**config.mk**
```make
export PLATFORM = sky130hd
export DESIGN_NAME = hci_ecc_enc
export DESIGN_NICKNAME = d
export VERILOG_FILES = /design/src/hci_ecc_pkg.sv /design/src/hci_ecc_enc.sv /design/src/secded_39_32_dec.sv /design/src/secded_39_32_enc.sv
export SDC_FILE = /design/constraint.sdc
export NUM_CORES = 1
export LEC_CHECK = 0
export BUFFER_PORTS_ARGS = -buffer_cell sky130_fd_sc_hd__buf_2
export CELL_PAD_IN_SITES_DETAIL_PLACEMENT = 2
export CELL_PAD_IN_SITES_GLOBAL_PLACEMENT = 2
export CORE_UTILIZATION = 20
export DETAILED_ROUTE_END_ITERATION = 10
export GPL_TIMING_DRIVEN = 0
export PLACE_DENSITY_LB_ADDON = 0.1
export SYNTH_ARGS = -nofsm -noshare
export SYNTH_HDL_FRONTEND = slang
export SYNTH_SLANG_ARGS = --single-unit
```
**constraint.sdc**
```tcl
create_clock -name vclk -period 4.5
set_clock_uncertainty 0.05 [all_clocks]
set_input_delay 0.9 -clock vclk [all_inputs]
set_output_delay 0.9 -clock vclk [all_outputs]
set_load 0.01 [all_outputs]
```
**src/hci_ecc_pkg.sv**
```systemverilog
// ==========================================================
// shared widths, vector types and the SECDED(39,32) column
// table, imported by every block of the ECC memory path
// ==========================================================

package hci_ecc_pkg;

  // data word and check-bit widths of the 39/32 code
  localparam int unsigned DATA_W    = 32;
  localparam int unsigned ECC_W     = 7;
  // word addressing into the bank
  localparam int unsigned ADDR_W    = 10;
  localparam int unsigned MEM_DEPTH = 1024;

  typedef logic [DATA_W-1:0]   data_t;
  // check bits, also used for syndromes
  typedef logic [ECC_W-1:0]    ecc_t;
  typedef logic [ADDR_W-1:0]   addr_t;
  // one enable per byte lane
  typedef logic [DATA_W/8-1:0] be_t;
  // bit 0 corrected single error, bit 1 uncorrected double error
  typedef logic [1:0]          err_t;

  // column of data bit i in the parity-check matrix
  // weight-3 values in ascending order, first 32 of 35
  // check bit j owns the unit column with only bit j set
  localparam ecc_t ECC_COLUMNS [0:DATA_W-1] = '{
    7'h07, 7'h0b, 7'h0d, 7'h0e,
    7'h13, 7'h15, 7'h16, 7'h19,
    7'h1a, 7'h1c, 7'h23, 7'h25,
    7'h26, 7'h29, 7'h2a, 7'h2c,
    7'h31, 7'h32, 7'h34, 7'h38,
    7'h43, 7'h45, 7'h46, 7'h49,
    7'h4a, 7'h4c, 7'h51, 7'h52,
    7'h54, 7'h58, 7'h61, 7'h62
  };

endpackage

```
**src/hci_ecc_enc.sv**
```systemverilog
// ==========================================================
// initiator-side adapter: adds ECC to requests, checks and
// corrects read responses coming back over the link
// ==========================================================

module hci_ecc_enc
  import hci_ecc_pkg::*;
(
  // upstream initiator side, plain data
  input  logic  req_i,
  output logic  gnt_o,
  input  addr_t add_i,
  input  logic  wen_i,
  input  be_t   be_i,
  input  data_t data_i,
  output logic  r_valid_o,
  output data_t r_data_o,
  // link side, data travels with its check bits
  output logic  lnk_req_o,
  input  logic  lnk_gnt_i,
  output addr_t lnk_add_o,
  output logic  lnk_wen_o,
  output be_t   lnk_be_o,
  output data_t lnk_data_o,
  output ecc_t  lnk_ecc_o,
  input  logic  lnk_r_valid_i,
  input  data_t lnk_r_data_i,
  input  ecc_t  lnk_r_ecc_i,
  // read-side status, valid while r_valid_o is high
  output ecc_t  rd_syndrome_o,
  output err_t  rd_err_o
);

  // read data after single-bit correction
  data_t rdata_fix;

  // request handshake is passed through untouched
  assign lnk_req_o  = req_i;
  assign gnt_o      = lnk_gnt_i;
  assign lnk_add_o  = add_i;
  assign lnk_wen_o  = wen_i;
  assign lnk_be_o   = be_i;
  assign lnk_data_o = data_i;

  // check bits cover the full word, not just enabled bytes
  // reads also carry a codeword, target ignores it
  secded_39_32_enc u_wr_enc (
    .data_i (data_i),
    .ecc_o  (lnk_ecc_o)
  );

  // response codeword is checked on arrival
  secded_39_32_dec u_rd_dec (
    .data_i     (lnk_r_data_i),
    .ecc_i      (lnk_r_ecc_i),
    .data_o     (rdata_fix),
    .syndrome_o (rd_syndrome_o),
    .err_o      (rd_err_o)
  );

  // no response buffering, valid follows the link
  assign r_valid_o = lnk_r_valid_i;
  assign r_data_o  = rdata_fix;

endmodule

```
**src/secded_39_32_dec.sv**
```systemverilog
// ==========================================================
// SECDED(39,32) decoder: syndrome, single-bit correction and
// error class for one codeword, purely combinational
// ==========================================================

module secded_39_32_dec
  import hci_ecc_pkg::*;
(
  input  data_t data_i,
  input  ecc_t  ecc_i,
  output data_t data_o,
  output ecc_t  syndrome_o,
  output err_t  err_o
);

  // xor of the columns of all set codeword bits
  ecc_t  syndrome;
  // odd syndrome weight points at a single flipped bit
  logic  single_err;
  // corrected copy of the data part
  data_t data_fix;

  always_comb begin
    // check bits enter with their unit columns
    syndrome = ecc_i;
    for (int i = 0; i < DATA_W; i++) begin
      if (data_i[i]) begin
        syndrome = syndrome ^ ECC_COLUMNS[i];
      end
    end
  end

  assign single_err = ^syndrome;

  always_comb begin
    data_fix = data_i;
    // flip the one data bit whose column matches
    // a hit on a check bit has no data column, data stays as is
    for (int i = 0; i < DATA_W; i++) begin
      if (single_err && (syndrome == ECC_COLUMNS[i])) begin
        data_fix[i] = ~data_i[i];
      end
    end
  end

  always_comb begin
    if (syndrome == '0) begin
      // clean codeword
      err_o = 2'b00;
    end else if (single_err) begin
      // single error, corrected or sitting in the check bits
      err_o = 2'b01;
    end else begin
      // even nonzero weight, two bits flipped
      // data goes out as received
      err_o = 2'b10;
    end
  end

  assign data_o     = data_fix;
  assign syndrome_o = syndrome;

endmodule

```
**src/secded_39_32_enc.sv**
```systemverilog
// ==========================================================
// SECDED(39,32) encoder, combinational check-bit generation
// ==========================================================

module secded_39_32_enc
  import hci_ecc_pkg::*;
(
  input  data_t data_i,
  output ecc_t  ecc_o
);

  // running xor of the columns of all set data bits
  ecc_t ecc_acc;

  always_comb begin
    ecc_acc = '0;
    // every set data bit toggles the check bits of its column
    for (int i = 0; i < DATA_W; i++) begin
      if (data_i[i]) begin
        ecc_acc = ecc_acc ^ ECC_COLUMNS[i];
      end
    end
  end

  // columns have weight 3, so each data bit feeds three checks
  // zero data gives zero check bits
  assign ecc_o = ecc_acc;

endmodule

```
## Word level (Yosys, flattened, before mapping)

Index checks and enable logic that the tools add are counted.

| word-level totals | value |
|---|---|
| flip-flop bits (word level) | 0 |
| input port bits | 89 |

| operators by class | value |
|---|---|
| eq/ne operators | 32 |
| multiplexer cells | 98 |
| bitwise operators | 95 |
| reductions and logical operators | 34 |

Operators with widths:

| kind | count |
|---|---|
| 3-bit inverter | 59 |
| 7-bit 2-to-1 mux | 24 |
| 6-bit 2-to-1 mux | 20 |
| 7-bit == test (second input constant) | 12 |
| 7-bit by 6-bit == test with 1-bit output (second input constant) | 10 |
| 5-bit 2-to-1 mux | 12 |
| 7-bit by 5-bit == test with 1-bit output (second input constant) | 6 |
| 1-bit logical AND | 32 |
| 1-bit 2-to-1 mux | 32 |
| 1-bit inverter | 32 |
| 4-bit 2-to-1 mux | 6 |
| 7-bit by 4-bit == test with 1-bit output (second input constant) | 3 |
| 2-bit inverter with 3-bit output | 4 |
| 7-bit by 3-bit == test with 1-bit output (second input constant) | 1 |
| 7-bit zero test | 1 |
| 7-bit XOR reduction | 1 |
| 3-bit 2-to-1 mux | 2 |
| 2-bit 2-to-1 mux | 2 |

## Logic depth before layout (Yosys ltp)

| logic depth | value |
|---|---|
| word-level depth | 67 |
| mapped depth | 9 |
| gate-level depth less buffers | 8 |

## Modules after synthesis

From an unflattened synthesis, not the netlist that was laid out.

| unflattened totals | value |
|---|---|
| cell total of the unflattened synthesis | 271 |
| area total of the unflattened synthesis | 2,533.7 um^2 |

Modules (own cells, without submodules):

| module | instances | cells an instance | area an instance (um^2) | sequential area each (um^2) |
|---|---|---|---|---|
| secded_39_32_dec | 1 | 168 | 1,463.9 | 0.0 |
| secded_39_32_enc | 1 | 53 | 694.4 | 0.0 |
| hci_ecc_enc | 1 | 50 | 375.4 | 0.0 |

## Worst setup path after synthesis

OpenSTA, ideal clock, no wires.

| timing path | value |
|---|---|
| kind | input -> output |
| from | input port lnk_r_data_i[16] |
| to | output port r_data_o[1] |
| arrival time | 3.660 ns |
| slack | -0.110 ns |
| cell stages on the path | 9 |
| buffers on the path | 1 |
| cells stage by stage | xnor3_1 xnor2_2 xnor3_1 ha_1 xnor3_1 xnor3_1 buf_4 nand4_1 xnor2_1 |

| between the ends | value |
|---|---|
| longest elaborated chain between the ends | 26 |
| elaborated cells between the ends (all ways) | 32 |
| classes of those cells | eq/ne (1); mux (17); bitwise (12); reduce/logical (2) |

Ends and longest elaborated chain:

| what | line | RTL |
|---|---|---|
| from (decl) | hci_ecc_enc.sv:27 | `input data_t lnk_r_data_i,` |
| 6-bit 2-to-1 mux (*) | secded_39_32_dec.sv:27 | `if (data_i[i]) begin` |
| 3-bit inverter (no line) | -- |  |
| 6-bit 2-to-1 mux (*) | secded_39_32_dec.sv:27 |  |
| 3-bit inverter (no line) | -- |  |
| 6-bit 2-to-1 mux (*) | secded_39_32_dec.sv:27 |  |
| 3-bit inverter (no line) | -- |  |
| 6-bit 2-to-1 mux (*) | secded_39_32_dec.sv:27 |  |
| 7-bit 2-to-1 mux (*) (6 in a row) | secded_39_32_dec.sv:27 |  |
| [3 not listed] | -- |  |
| 7-bit 2-to-1 mux (*) | secded_39_32_dec.sv:27 |  |
| 3-bit inverter (no line) | -- |  |
| 7-bit 2-to-1 mux (*) | secded_39_32_dec.sv:27 |  |
| 3-bit inverter (no line) | -- |  |
| 7-bit 2-to-1 mux (*) (3 in a row) | secded_39_32_dec.sv:27 |  |
| 7-bit by 4-bit == test with 1-bit output / 7-bit XOR reduction (equally long branches) | secded_39_32_dec.sv:40, secded_39_32_dec.sv:33 |  |
| 1-bit logical AND (*) | secded_39_32_dec.sv:40 | `if (single_err && (syndrome == ECC_COLUMNS[i])) begin` |
| 1-bit 2-to-1 mux (*) | secded_39_32_dec.sv:40 |  |
| to (decl) | hci_ecc_enc.sv:17 | `output data_t r_data_o,` |

Every way passes the cells marked *; elsewhere a longest branch is shown, timed or not.

## Final worst setup path

| timing path | value |
|---|---|
| from | input port lnk_r_data_i[23] |
| to | output port r_data_o[12] |

| between the ends | value |
|---|---|
| longest elaborated chain between the ends | 20 |
| elaborated cells between the ends (all ways) | 21 |
| classes of those cells | eq/ne (1); mux (10); bitwise (8); reduce/logical (2) |

Ends and longest elaborated chain:

| what | line |
|---|---|
| 7-bit 2-to-1 mux (*) | secded_39_32_dec.sv:27 |
| 3-bit inverter (no line) | -- |
| 7-bit 2-to-1 mux (*) | secded_39_32_dec.sv:27 |
| 3-bit inverter (no line) | -- |
| 7-bit 2-to-1 mux (*) | secded_39_32_dec.sv:27 |
| 3-bit inverter (no line) | -- |
| 7-bit 2-to-1 mux (*) | secded_39_32_dec.sv:27 |
| 3-bit inverter (no line) | -- |
| [4 not listed] | -- |
| 7-bit 2-to-1 mux (*) | secded_39_32_dec.sv:27 |
| 3-bit inverter (no line) | -- |
| 7-bit 2-to-1 mux (*) | secded_39_32_dec.sv:27 |
| 3-bit inverter (no line) | -- |
| 7-bit 2-to-1 mux (*) | secded_39_32_dec.sv:27 |
| 7-bit by 6-bit == test with 1-bit output / 7-bit XOR reduction (equally long branches) | secded_39_32_dec.sv:40, secded_39_32_dec.sv:33 |
| 1-bit logical AND (*) | secded_39_32_dec.sv:40 |
| 1-bit 2-to-1 mux (*) | secded_39_32_dec.sv:40 |

Marked as above.

==> impl_metrics.yaml <==
layout:
  diodes: 0
  seq_cell_count: 0
  fin_area_um2: 4010
  num-fill-cells: 1432
  final_cell_mix: "158 x buf_2, 87 x xnor2_1, 70 x buf_4"
  fin_cells: 632
  n_clock_buffer: 0
  final_common_cell: "buf_2"
  multi_input_area_um2: 2370
  regArea_um2: 0
  nNetsFinal: 556
  drive_gt1_frac: 0.595
  syn_to_final_growth_pct: 56.7
floorplanning:
  start_util: 0.209
  ios: 187
  rows: 40
  dieArea_um2: 13300
  chipHeight_um: 115
  die-width_um: 115
  coreArea_um2: 12300
global_routing:
  grt_max_degree: 11
  gr-total-overflow: 0
  grt_pass1_wl_um: 13800
  grt_usage: 0.135
  antenna_found_initial: 0
  grt_pass1_vias: 2489
routing:
  vias: 2531
  first_pass_iters: 4
  wl_per_cell_um: 15.4
  drtIter0Drc: 42
  ant_nets: 0
  drt_wl_total_um: 9740
  drc: 0
  viasPerCell: 4.00
place:
  postPlaceCellArea_um2: 3700
  hpwl_um: 8600
  io_buffer_count: 169
  gp_congestion: 0.756
  placedCellCount: 616
min_path:
  hold_path.class: "input port to output port"
worst_setup_path:
  slowest_stage: "xnor3_1"
  cp_common_cell: "xnor3_1"
  crit_chain: "buf_8 > xnor3_1 > xnor3_1 > xnor3_2 > ha_4 > xnor3_1 > xnor3_2 > buf_4 > nand4_1 > xnor2_2 > buf_2"
  crit_type: "input port to output port"
  worstPathArrival_ps: 3460
  cp-end-kind: "output port"
  critical_path_required_ps: 3550
  cpPeakStageDelay_ps: 420
  crit_fanout: 6
  crit_path_start_kind: "input port"
pwr:
  power.density_nw_per_um2: 582
  p_leak_nw: 2.00
  peakVddDrop_mv: 0.373
synthesis:
  synth_area_um2: 2560
  postSynthCellCount: 279
  syn_avg_cell_area_um2: 9.17
  ys_seq_area_frac: 0
  synth.distinct_cells: 27
  syn-num-nets: 369
  yosysWarningCount: 0
timing:
  final_hold_viol_count: 0
  max_freq_mhz: 227
  fin_crit_sh: 0.981
  worstMarginPinSlew_ps: 468
  slew_viol_final: 0
  relSlewSlack: 0.687
  setup_viol: 0
  fin_crit_ps: 4410
  rsz0062_at_grt: "yes"
run:
  maxCapViolations: 0
run_status:
  status: "complete, no violations"
[worst max-delay path, delay by kind of cell]
family                     cells  cell delay, ps
xor gates and xnor gates       6            1720
adders and majority gates      1             300
buffers and inverters          3             390
and+or+nand+nor                1             150
[cells by family (layout without fill, tap and decap cells)]
group	count (synthesis)	after routing	share of synthesized area
compound gates	6	6	0.0196
xor+xnor	159	159	0.695
simple gates	56	56	0.122
buf+inv	57	242	0.158
fa+ha+maj	1	1	0.00489
[per-stage QoR]
stage | hold WS [ps] | power [mW] | util | TNS (ps) | setup slack (ps)
final | 1930 | 2.33 | 0.327 | 0 | 86.1
after detailed placement | 1930 | 1.96 | 0.302 | -7340 | -466
after global routing | 1940 | 2.50 | 0.327 | -30.3 | -8.92
after global placement | 1930 | 1.94 | 0.302 | -5930 | -429
after floorplan | 1810 | 1.35 | - | 0 | 69.1
after CTS | 1940 | 2.06 | 0.308 | -954 | -128
[power by group]
part	switching [mW]	internal [mW]	leakage, nW
Combinational	1.27	1.06	2.00
Sequential	0	0	0
Clock	0	0	0
[synthesized netlist by cell type, drive strengths merged]
cell	instances	area, um^2
a21oi	1	5.00
buf	51	383
nand2	6	22.5
nand2b	2	20.0
xnor3	25	564
o21ai	1	5.00
inv	6	22.5
nor3	15	80.1
xor2	26	228
o22a	1	8.76
xnor2	108	987
ha	1	12.5
a22oi	1	12.5
nor4	3	25.0
o311a	1	10.0
nor2	4	15.0
nand4	13	81.3
nor2b	2	12.5
nand3	11	55.1
a211o	1	8.76
[repair_timing]
item / 4_1_cts / 5_1_grt
pin swaps: 5 / 9
cloned: 0 / 1
hold buffers: 0 / 0
endpoints found under the setup margin: 34 / 27
setup buffers: 6 / 9
gates resized for setup: 5 / 41
[area by class of cell]
cell class / instances / share of cell area
multi-input combinational: 222 / 0.590
timing repair buffer: 185 / 0.255
buffer: 51 / 0.0964
tap: 168 / 0.0524
inverter: 6 / 0.00562
[routing by layer]
metal,GRT usage,vias to the layer above,share of wire
li1,-,1250,-
met1,0.180,1190,0.44
met2,0.252,91,0.51
met3,0.0100,0,0.049
met4,0,0,0
met5,0,-,0
[worst paths after layout]
check                            start      endpoint  slack (ps)  cells past startpoint
worst max-delay path  lnk_r_data_i[23]  r_data_o[12]          90                     11
worst min-delay path          add_i[8]  lnk_add_o[8]        1930                      2
Power figures use the tool's default switching activity.
