$ cat src/hci_ecc_pkg.sv
// ==========================================================
// shared widths, vector types and the SECDED(39,32) column
// table, imported by every block of the ECC memory path
// ==========================================================

package hci_ecc_pkg;

  // data word and check-bit widths of the 39/32 code
  localparam int unsigned DATA_W    = 32;
  localparam int unsigned ECC_W     = 7;
  // word addressing into the bank
  localparam int unsigned ADDR_W    = 10;
  localparam int unsigned MEM_DEPTH = 1024;

  typedef logic [DATA_W-1:0]   data_t;
  // check bits, also used for syndromes
  typedef logic [ECC_W-1:0]    ecc_t;
  typedef logic [ADDR_W-1:0]   addr_t;
  // one enable per byte lane
  typedef logic [DATA_W/8-1:0] be_t;
  // bit 0 corrected single error, bit 1 uncorrected double error
  typedef logic [1:0]          err_t;

  // column of data bit i in the parity-check matrix
  // weight-3 values in ascending order, first 32 of 35
  // check bit j owns the unit column with only bit j set
  localparam ecc_t ECC_COLUMNS [0:DATA_W-1] = '{
    7'h07, 7'h0b, 7'h0d, 7'h0e,
    7'h13, 7'h15, 7'h16, 7'h19,
    7'h1a, 7'h1c, 7'h23, 7'h25,
    7'h26, 7'h29, 7'h2a, 7'h2c,
    7'h31, 7'h32, 7'h34, 7'h38,
    7'h43, 7'h45, 7'h46, 7'h49,
    7'h4a, 7'h4c, 7'h51, 7'h52,
    7'h54, 7'h58, 7'h61, 7'h62
  };

endpackage

$ cat src/hci_ecc_dec.sv
// ==========================================================
// target-side adapter: corrects and strips ECC on requests,
// encodes read data on responses, bank sits downstream
// ==========================================================

module hci_ecc_dec
  import hci_ecc_pkg::*;
(
  // upstream link side, data carries its check bits
  input  logic  req_i,
  output logic  gnt_o,
  input  addr_t add_i,
  input  logic  wen_i,
  input  be_t   be_i,
  input  data_t data_i,
  input  ecc_t  ecc_i,
  output logic  r_valid_o,
  output data_t r_data_o,
  output ecc_t  r_ecc_o,
  // downstream memory side, plain data
  output logic  mem_req_o,
  input  logic  mem_gnt_i,
  output addr_t mem_add_o,
  output logic  mem_wen_o,
  output be_t   mem_be_o,
  output data_t mem_data_o,
  input  logic  mem_r_valid_i,
  input  data_t mem_r_data_i,
  // write-side status, valid in the granted cycle
  output ecc_t  syndrome_o,
  output err_t  err_o
);

  // write data after single-bit correction
  data_t wdata_fix;

  // control fields pass straight through
  // grant is combinational back from the bank
  assign mem_req_o = req_i;
  assign gnt_o     = mem_gnt_i;
  assign mem_add_o = add_i;
  assign mem_wen_o = wen_i;
  assign mem_be_o  = be_i;

  // decode the incoming codeword, bank stores corrected data
  // double errors go through uncorrected, only reported
  secded_39_32_dec u_wr_dec (
    .data_i     (data_i),
    .ecc_i      (ecc_i),
    .data_o     (wdata_fix),
    .syndrome_o (syndrome_o),
    .err_o      (err_o)
  );

  assign mem_data_o = wdata_fix;

  // read data gets fresh check bits for the trip back
  secded_39_32_enc u_rd_enc (
    .data_i (mem_r_data_i),
    .ecc_o  (r_ecc_o)
  );

  assign r_data_o  = mem_r_data_i;
  assign r_valid_o = mem_r_valid_i;

endmodule

$ cat src/secded_39_32_dec.sv
// ==========================================================
// SECDED(39,32) decoder: syndrome, single-bit correction and
// error class for one codeword, purely combinational
// ==========================================================

module secded_39_32_dec
  import hci_ecc_pkg::*;
(
  input  data_t data_i,
  input  ecc_t  ecc_i,
  output data_t data_o,
  output ecc_t  syndrome_o,
  output err_t  err_o
);

  // xor of the columns of all set codeword bits
  ecc_t  syndrome;
  // odd syndrome weight points at a single flipped bit
  logic  single_err;
  // corrected copy of the data part
  data_t data_fix;

  always_comb begin
    // check bits enter with their unit columns
    syndrome = ecc_i;
    for (int i = 0; i < DATA_W; i++) begin
      if (data_i[i]) begin
        syndrome = syndrome ^ ECC_COLUMNS[i];
      end
    end
  end

  assign single_err = ^syndrome;

  always_comb begin
    data_fix = data_i;
    // flip the one data bit whose column matches
    // a hit on a check bit has no data column, data stays as is
    for (int i = 0; i < DATA_W; i++) begin
      if (single_err && (syndrome == ECC_COLUMNS[i])) begin
        data_fix[i] = ~data_i[i];
      end
    end
  end

  always_comb begin
    if (syndrome == '0) begin
      // clean codeword
      err_o = 2'b00;
    end else if (single_err) begin
      // single error, corrected or sitting in the check bits
      err_o = 2'b01;
    end else begin
      // even nonzero weight, two bits flipped
      // data goes out as received
      err_o = 2'b10;
    end
  end

  assign data_o     = data_fix;
  assign syndrome_o = syndrome;

endmodule

$ cat src/secded_39_32_enc.sv
// ==========================================================
// SECDED(39,32) encoder, combinational check-bit generation
// ==========================================================

module secded_39_32_enc
  import hci_ecc_pkg::*;
(
  input  data_t data_i,
  output ecc_t  ecc_o
);

  // running xor of the columns of all set data bits
  ecc_t ecc_acc;

  always_comb begin
    ecc_acc = '0;
    // every set data bit toggles the check bits of its column
    for (int i = 0; i < DATA_W; i++) begin
      if (data_i[i]) begin
        ecc_acc = ecc_acc ^ ECC_COLUMNS[i];
      end
    end
  end

  // columns have weight 3, so each data bit feeds three checks
  // zero data gives zero check bits
  assign ecc_o = ecc_acc;

endmodule

$ cat config.mk
export PLATFORM = sky130hd
export DESIGN_NAME = hci_ecc_dec
export DESIGN_NICKNAME = d
export VERILOG_FILES = /design/src/hci_ecc_pkg.sv /design/src/hci_ecc_dec.sv /design/src/secded_39_32_dec.sv /design/src/secded_39_32_enc.sv
export SDC_FILE = /design/constraint.sdc
export NUM_CORES = 1
export LEC_CHECK = 0
export BUFFER_PORTS_ARGS = -buffer_cell sky130_fd_sc_hd__buf_2
export CAP_MARGIN = 25
export CELL_PAD_IN_SITES_DETAIL_PLACEMENT = 2
export CELL_PAD_IN_SITES_GLOBAL_PLACEMENT = 2
export CORE_UTILIZATION = 23
export DETAILED_ROUTE_END_ITERATION = 6
export PLACE_DENSITY = 0.94
export SYNTH_ARGS = -nofsm -noshare
export SYNTH_HDL_FRONTEND = slang
export SYNTH_SLANG_ARGS = --single-unit
$ cat constraint.sdc
create_clock -name vclk -period 6.49
set_clock_uncertainty 0.15 [all_clocks]
set_input_delay 1.298 -clock vclk [all_inputs]
set_output_delay 1.298 -clock vclk [all_outputs]
set_load 0.05 [all_outputs]
# After elaboration in Yosys (flattened, before gate mapping)
# Index checks and enable logic that the tools add are counted.
dict set report totals {
  register_bits 0
  latch_bits 0
  ramBits 0
  rom_bits 0
  input_bits 89
  wordCells 259
  n_memories 0
}
dict set report op_classes {
  addsub 0
  n_mul 0
  div 0
  magnitude_cmp 0
  n_eq_ne 32
  shifts 0
  mux 98
  bitwise_logic 95
  n_reduce_logical 34
}
# cell n
set ops {}
lappend ops {{$not A3 Y3} 59}
lappend ops {{$mux W7} 24}
lappend ops {{$mux W6} 20}
lappend ops {{$eq A7 B7 Y1 const B} 12}
lappend ops {{$eq A7 B6 Y1 const B} 10}
lappend ops {{$mux W5} 12}
lappend ops {{$eq A7 B5 Y1 const B} 6}
lappend ops {{$logic_and A1 B1 Y1} 32}
lappend ops {{$mux W1} 32}
lappend ops {{$not A1 Y1} 32}
lappend ops {{$mux W4} 6}
lappend ops {{$eq A7 B4 Y1 const B} 3}
lappend ops {{$not A2 Y3} 4}
lappend ops {{$eq A7 B3 Y1 const B} 1}
lappend ops {{$logic_not A7 Y1} 1}
lappend ops {{$reduce_xor A7 Y1} 1}
lappend ops {{$mux W3} 2}
lappend ops {{$mux W2} 2}

# Depth between registers and ports, before layout
dict set report logic_depth {
  word_depth 67
  depth_mapped 10
}

# Hierarchy
# Synthesis repeated with hierarchy kept, for this count alone.
dict set report unflattened {
  cells_unflattened 271
  area_unflattened_um2 2533.7
}
# mod n_inst cells_per_inst area_per_inst_um2 seq_area_each_um2
set by_module_without_submodules {}
lappend by_module_without_submodules {secded_39_32_dec 1 168 1463.9 0.0}
lappend by_module_without_submodules {secded_39_32_enc 1 53 694.4 0.0}
lappend by_module_without_submodules {hci_ecc_dec 1 50 375.4 0.0}

# Worst setup path before layout
# Ideal clock, no wire load.
dict set report synth_path {
  kind {input to output}
  from {in data_i[13]}
  to {out err_o[1]}
  arrival_time_ns 4.767
  slack_ns 0.275
  path_stages 10
  path_cell_list {xnor2_1 -> xnor2_1 -> xnor2_1 -> xnor2_1 -> inv_1 -> ha_1 -> xnor3_2 -> xor2_1 -> o21a_1 -> a221oi_1}
}
dict set report synth_via {
  elab_chain_cells 30
  elab_cells_between_ends 38
  classes_between {21 x mux; 15 x bitwise; 2 x reduce/logical}
}
# element line
set synth_lines {}
lappend synth_lines {{start: declaration} hci_ecc_dec.sv:15} ;# input data_t data_i,
lappend synth_lines {{$mux W6 (*)} secded_39_32_dec.sv:27} ;# if (data_i[i]) begin
lappend synth_lines {{$not A3 Y3 (no source line)} n/a}
lappend synth_lines {{$mux W6 (*)} secded_39_32_dec.sv:27}
lappend synth_lines {{$not A3 Y3 (no source line)} n/a}
lappend synth_lines {{$mux W6 (*)} secded_39_32_dec.sv:27}
lappend synth_lines {{$not A3 Y3 (no source line)} n/a}
lappend synth_lines {{$mux W6 (*)} secded_39_32_dec.sv:27}
lappend synth_lines {{$not A3 Y3 (no source line)} n/a}
lappend synth_lines {{[... 5 more ...]} n/a}
lappend synth_lines {{$mux W7 (*) (10 in series)} secded_39_32_dec.sv:27}
lappend synth_lines {{$not A3 Y3 (no source line)} n/a}
lappend synth_lines {{$mux W7 (*)} secded_39_32_dec.sv:27}
lappend synth_lines {{$not A3 Y3 (no source line)} n/a}
lappend synth_lines {{$mux W7 (*)} secded_39_32_dec.sv:27}
lappend synth_lines {{$reduce_xor A7 Y1} secded_39_32_dec.sv:33} ;# assign single_err = ^syndrome;
lappend synth_lines {{$mux W2} secded_39_32_dec.sv:50} ;# end else if (single_err) begin
lappend synth_lines {{$mux W2 (*)} secded_39_32_dec.sv:47} ;# if (syndrome == '0) begin
lappend synth_lines {{end: declaration} hci_ecc_dec.sv:31} ;# output err_t err_o
# Every way passes the cells marked *; elsewhere a longest branch is shown, timed or not.

# Worst setup path in the final report
dict set report layout_path {
  from {in data_i[10]}
  to {out mem_data_o[18]}
}
dict set report layout_via {
  elab_chain_cells 36
  elab_cells_between_ends 44
  classes_between {1 x eq/ne; 23 x mux; 18 x bitwise; 2 x reduce/logical}
}
# element line
set layout_lines {}
lappend layout_lines {{$mux W6 (*)} secded_39_32_dec.sv:27}
lappend layout_lines {{$not A3 Y3 (no source line)} n/a}
lappend layout_lines {{$mux W6 (*)} secded_39_32_dec.sv:27}
lappend layout_lines {{$not A3 Y3 (no source line)} n/a}
lappend layout_lines {{$mux W6 (*)} secded_39_32_dec.sv:27}
lappend layout_lines {{$not A3 Y3 (no source line)} n/a}
lappend layout_lines {{$mux W6 (*)} secded_39_32_dec.sv:27}
lappend layout_lines {{$not A3 Y3 (no source line)} n/a}
lappend layout_lines {{[... 11 more ...]} n/a}
lappend layout_lines {{$mux W7 (*) (10 in series)} secded_39_32_dec.sv:27}
lappend layout_lines {{$not A3 Y3 (no source line)} n/a}
lappend layout_lines {{$mux W7 (*)} secded_39_32_dec.sv:27}
lappend layout_lines {{$not A3 Y3 (no source line)} n/a}
lappend layout_lines {{$mux W7 (*)} secded_39_32_dec.sv:27}
lappend layout_lines {{$eq A7 B6 Y1 or $reduce_xor A7 Y1 (tied branches)} {secded_39_32_dec.sv:40, secded_39_32_dec.sv:33}}
lappend layout_lines {{$logic_and A1 B1 Y1 (*)} secded_39_32_dec.sv:40} ;# if (single_err && (syndrome == ECC_COLUMNS[i])) begin
lappend layout_lines {{$mux W1 (*)} secded_39_32_dec.sv:40}
lappend layout_lines {{end: declaration} hci_ecc_dec.sv:26} ;# output data_t mem_data_o,
# Marks and branches as above.

==> metrics.md <==
| Metric | Value |
|---|---|
| Status | completed |
| Die area | 10800 µm² |
| Mapped Nets | 379 |
| Crit-path max FO | 8 |
| Post-Synthesis Cells | 289 |
| Placement Rows | 36 |
| Final Hold Vio Count | 0 |
| Share of layout cells above drive strength 1 | 39.7% |
| Setup violations, final | 0 |
| Worst hold endpoint | r_valid_o |
| Routed Wire Length | 9.14 mm |
| Antenna-violating nets left | 0 |
| Syn Std Cell Area | 2400 µm² |
| Seq/Total Area, Yosys | 0% |
| Sw frac | 70.1% |
| Drt first pass iters | 4 |
| Initial antenna violation count | 0 |
| Unique cell type count in the Yosys netlist | 24 |
| FILL cells | 1187 |
| Remaining DRCs | 0 |
| Register area | 0 µm² |
| Clock buffers | 0 |
| VDD IR-drop max | 0.172 mV |
| PwrDens | 528 nW/µm² |
| CP Class | primary input to primary output |
| Post-CTS Hold Buffers | 0 |
| GRT overflow | 0 |
| YS warnings | 0 |
| Comb power frac | 100.0% |
| Clk network pwr share | 0% |
| Initial detailed-routing violation count | 41 |
| Port Buffer Count | 151 |
| First-pass GRT wire length | 14.0 mm |
| Final GP Congestion | 0.893 |
| Worst Path Required | between 5000 and 6000 ps |
| Detail Placement HPWL | 8.33 mm |
| Final Hold Slack | approximately 2400 ps |
| Final worst slack | 135 ps |
| Vias/cell | 4.37 |
| Startpoint Class | primary input |
| Headroom to the max-slew limit | 63.7% |
| Dpl cell area | 2950 µm² |
| RSZ-0062 raised after global routing | false |
| Crit path time final | 6350 ps |
| Area grow syn2layout | 23.0% |
| Resize count post-CTS | 0 |
| Design area | between 2000 and 3000 µm² |
| Hold_sp | mem_r_valid_i |
| Max Cap Viol | 0 |
| FF+latch count | 0 |
| Largest net degree at the start of global routing | 15 |
| Crit end category | primary output |
| ANT cells | 0 |
| Placed cells | 523 |
| Crit share post-route | 97.9% |
| Mapped Avg Cell Area | 8.29 µm² |
| Flop pwr share | 0% |
| Finished Layout Cells | between 500 and 600 |
| Core Box Area | 9950 µm² |
| Hold Crit Class | primary input to primary output |
| Arrival time at the worst endpoint | 4910 ps |
| Multi-input combinational cell area | 1990 µm² |
| Die width | roughly 100 µm |
| Initial Utilization | 24.1% |
| Fin nets | 482 |
| Worst hold stages | 0 |
| Total global-route track usage | 16.2% |
| Vias | 2285 |
| Internal | 465 µW |
| Slew Viols, Final | 0 |
| Ports | 187 |
| Routed len/inst | 17.5 µm |
| Slew @ Worst Pin | ~550 ps |
| Vias in the first global route | 2568 |
| Die H | approximately 100 µm |
| Leak | 1.38 nW |
| Fmax | 0.157 GHz |
| Place WS | 208 ps |
| NetSw | 1.09 mW |
| Setup_tns | 0 ps |
| Postcts setup bufs | 0 |
power groups by stage:
stage               clock network, mW  logic (mW)  registers, mW
finish                              0        1.55              0
global route                        0        1.63              0
CTS                                 0        1.56              0
detailed placement                  0        1.55              0
global placement                    0        1.49              0
floorplan                           0        1.21              0
metal layers:
metal  vias to the layer above  routed length, µm  track usage [%]
met4                         0                136             2.35
li1                       1067                  -                -
met2                       112               5190             34.6
met5                         -                  0                0
met1                      1094               3300             16.6
met3                        12                511             1.82
worst max-delay path, stage by stage:
cell     delay, ps
buf_2          140
xnor2_1        150
xnor2_1        400
xnor2_1        220
xor2_1         480
inv_1          120
ha_1           420
xnor3_2        590
nor4b_4        350
nand3_1        220
xnor2_1        210
buf_2          290
synth_stat cells (all sizes together):
cell type  instances  area, µm²
nor3               1       5.00
and3b              1       8.76
xor3               2       48.8
nor4b              1       23.8
xnor3             11        249
a31oi              1       6.26
mux2i              2       20.0
buf               51        379
xnor2            110        963
nor2              28        105
inv                6       22.5
nor2b              5       31.3
and2               2       12.5
o21a               2       15.0
ha                 1       12.5
nand3b             2       15.0
nand3             11       55.1
xor2              42        368
a221oi             2       17.5
nand4              3       18.8
nand2              5       18.8
cell usage in the layout (no fill, tap or decap):
master,count
nand4_1,3
nor2_1,28
xnor2_1,110
nor2b_1,5
nand2_1,5
a221oi_1,2
nor3_1,1
o21a_1,2
xnor3_1,10
and3b_1,1
a31oi_1,1
xor3_2,1
nand3b_1,2
nand3_1,11
ha_1,1
xor2_1,42
mux2i_1,2
xnor3_2,1
and2_1,2
inv_1,6
nor4b_4,1
xor3_1,1
buf_4,1
buf_2,151
area by class of cell:
type / count / area share, %
multi-input combinational: 232 / 67.7
timing repair buffer: 152 / 25.9
tap: 133 / 5.65
inverter: 6 / 0.764
logic make-up (layout without fill, tap and decap cells):
logic type | after synthesis | in the layout | synth area share [%]
buffers and inverters | 57 | 158 | 16.8
adder cells (fa/ha/maj) | 1 | 1 | 0.522
AO/OA/AOI/OAI | 5 | 5 | 1.62
AND/OR/NAND/NOR | 59 | 59 | 12.3
multiplexers | 2 | 2 | 0.836
XOR/XNOR | 165 | 165 | 68.0
per-stage QoR:
stage / power (mW) / utilization (%)
2_1_floorplan: 1.21 / -
3_3_place_gp: 1.49 / 29.6
3_5_place_dp: 1.55 / 29.6
4_1_cts: 1.56 / 29.6
5_1_grt: 1.63 / 29.6
6_report: 1.55 / 29.6
worst max path at each step:
stage,startpoint,slack [ps],end
2_1_floorplan,data_i[13],280,err_o[1]
3_3_place_gp,data_i[10],540,mem_data_o[18]
3_5_place_dp,data_i[10],210,mem_data_o[18]
4_1_cts,data_i[10],180,mem_data_o[18]
5_1_grt,data_i[10],10,mem_data_o[8]
6_report,data_i[10],140,mem_data_o[18]
Note: power is estimated with default switching activity, not from simulation.
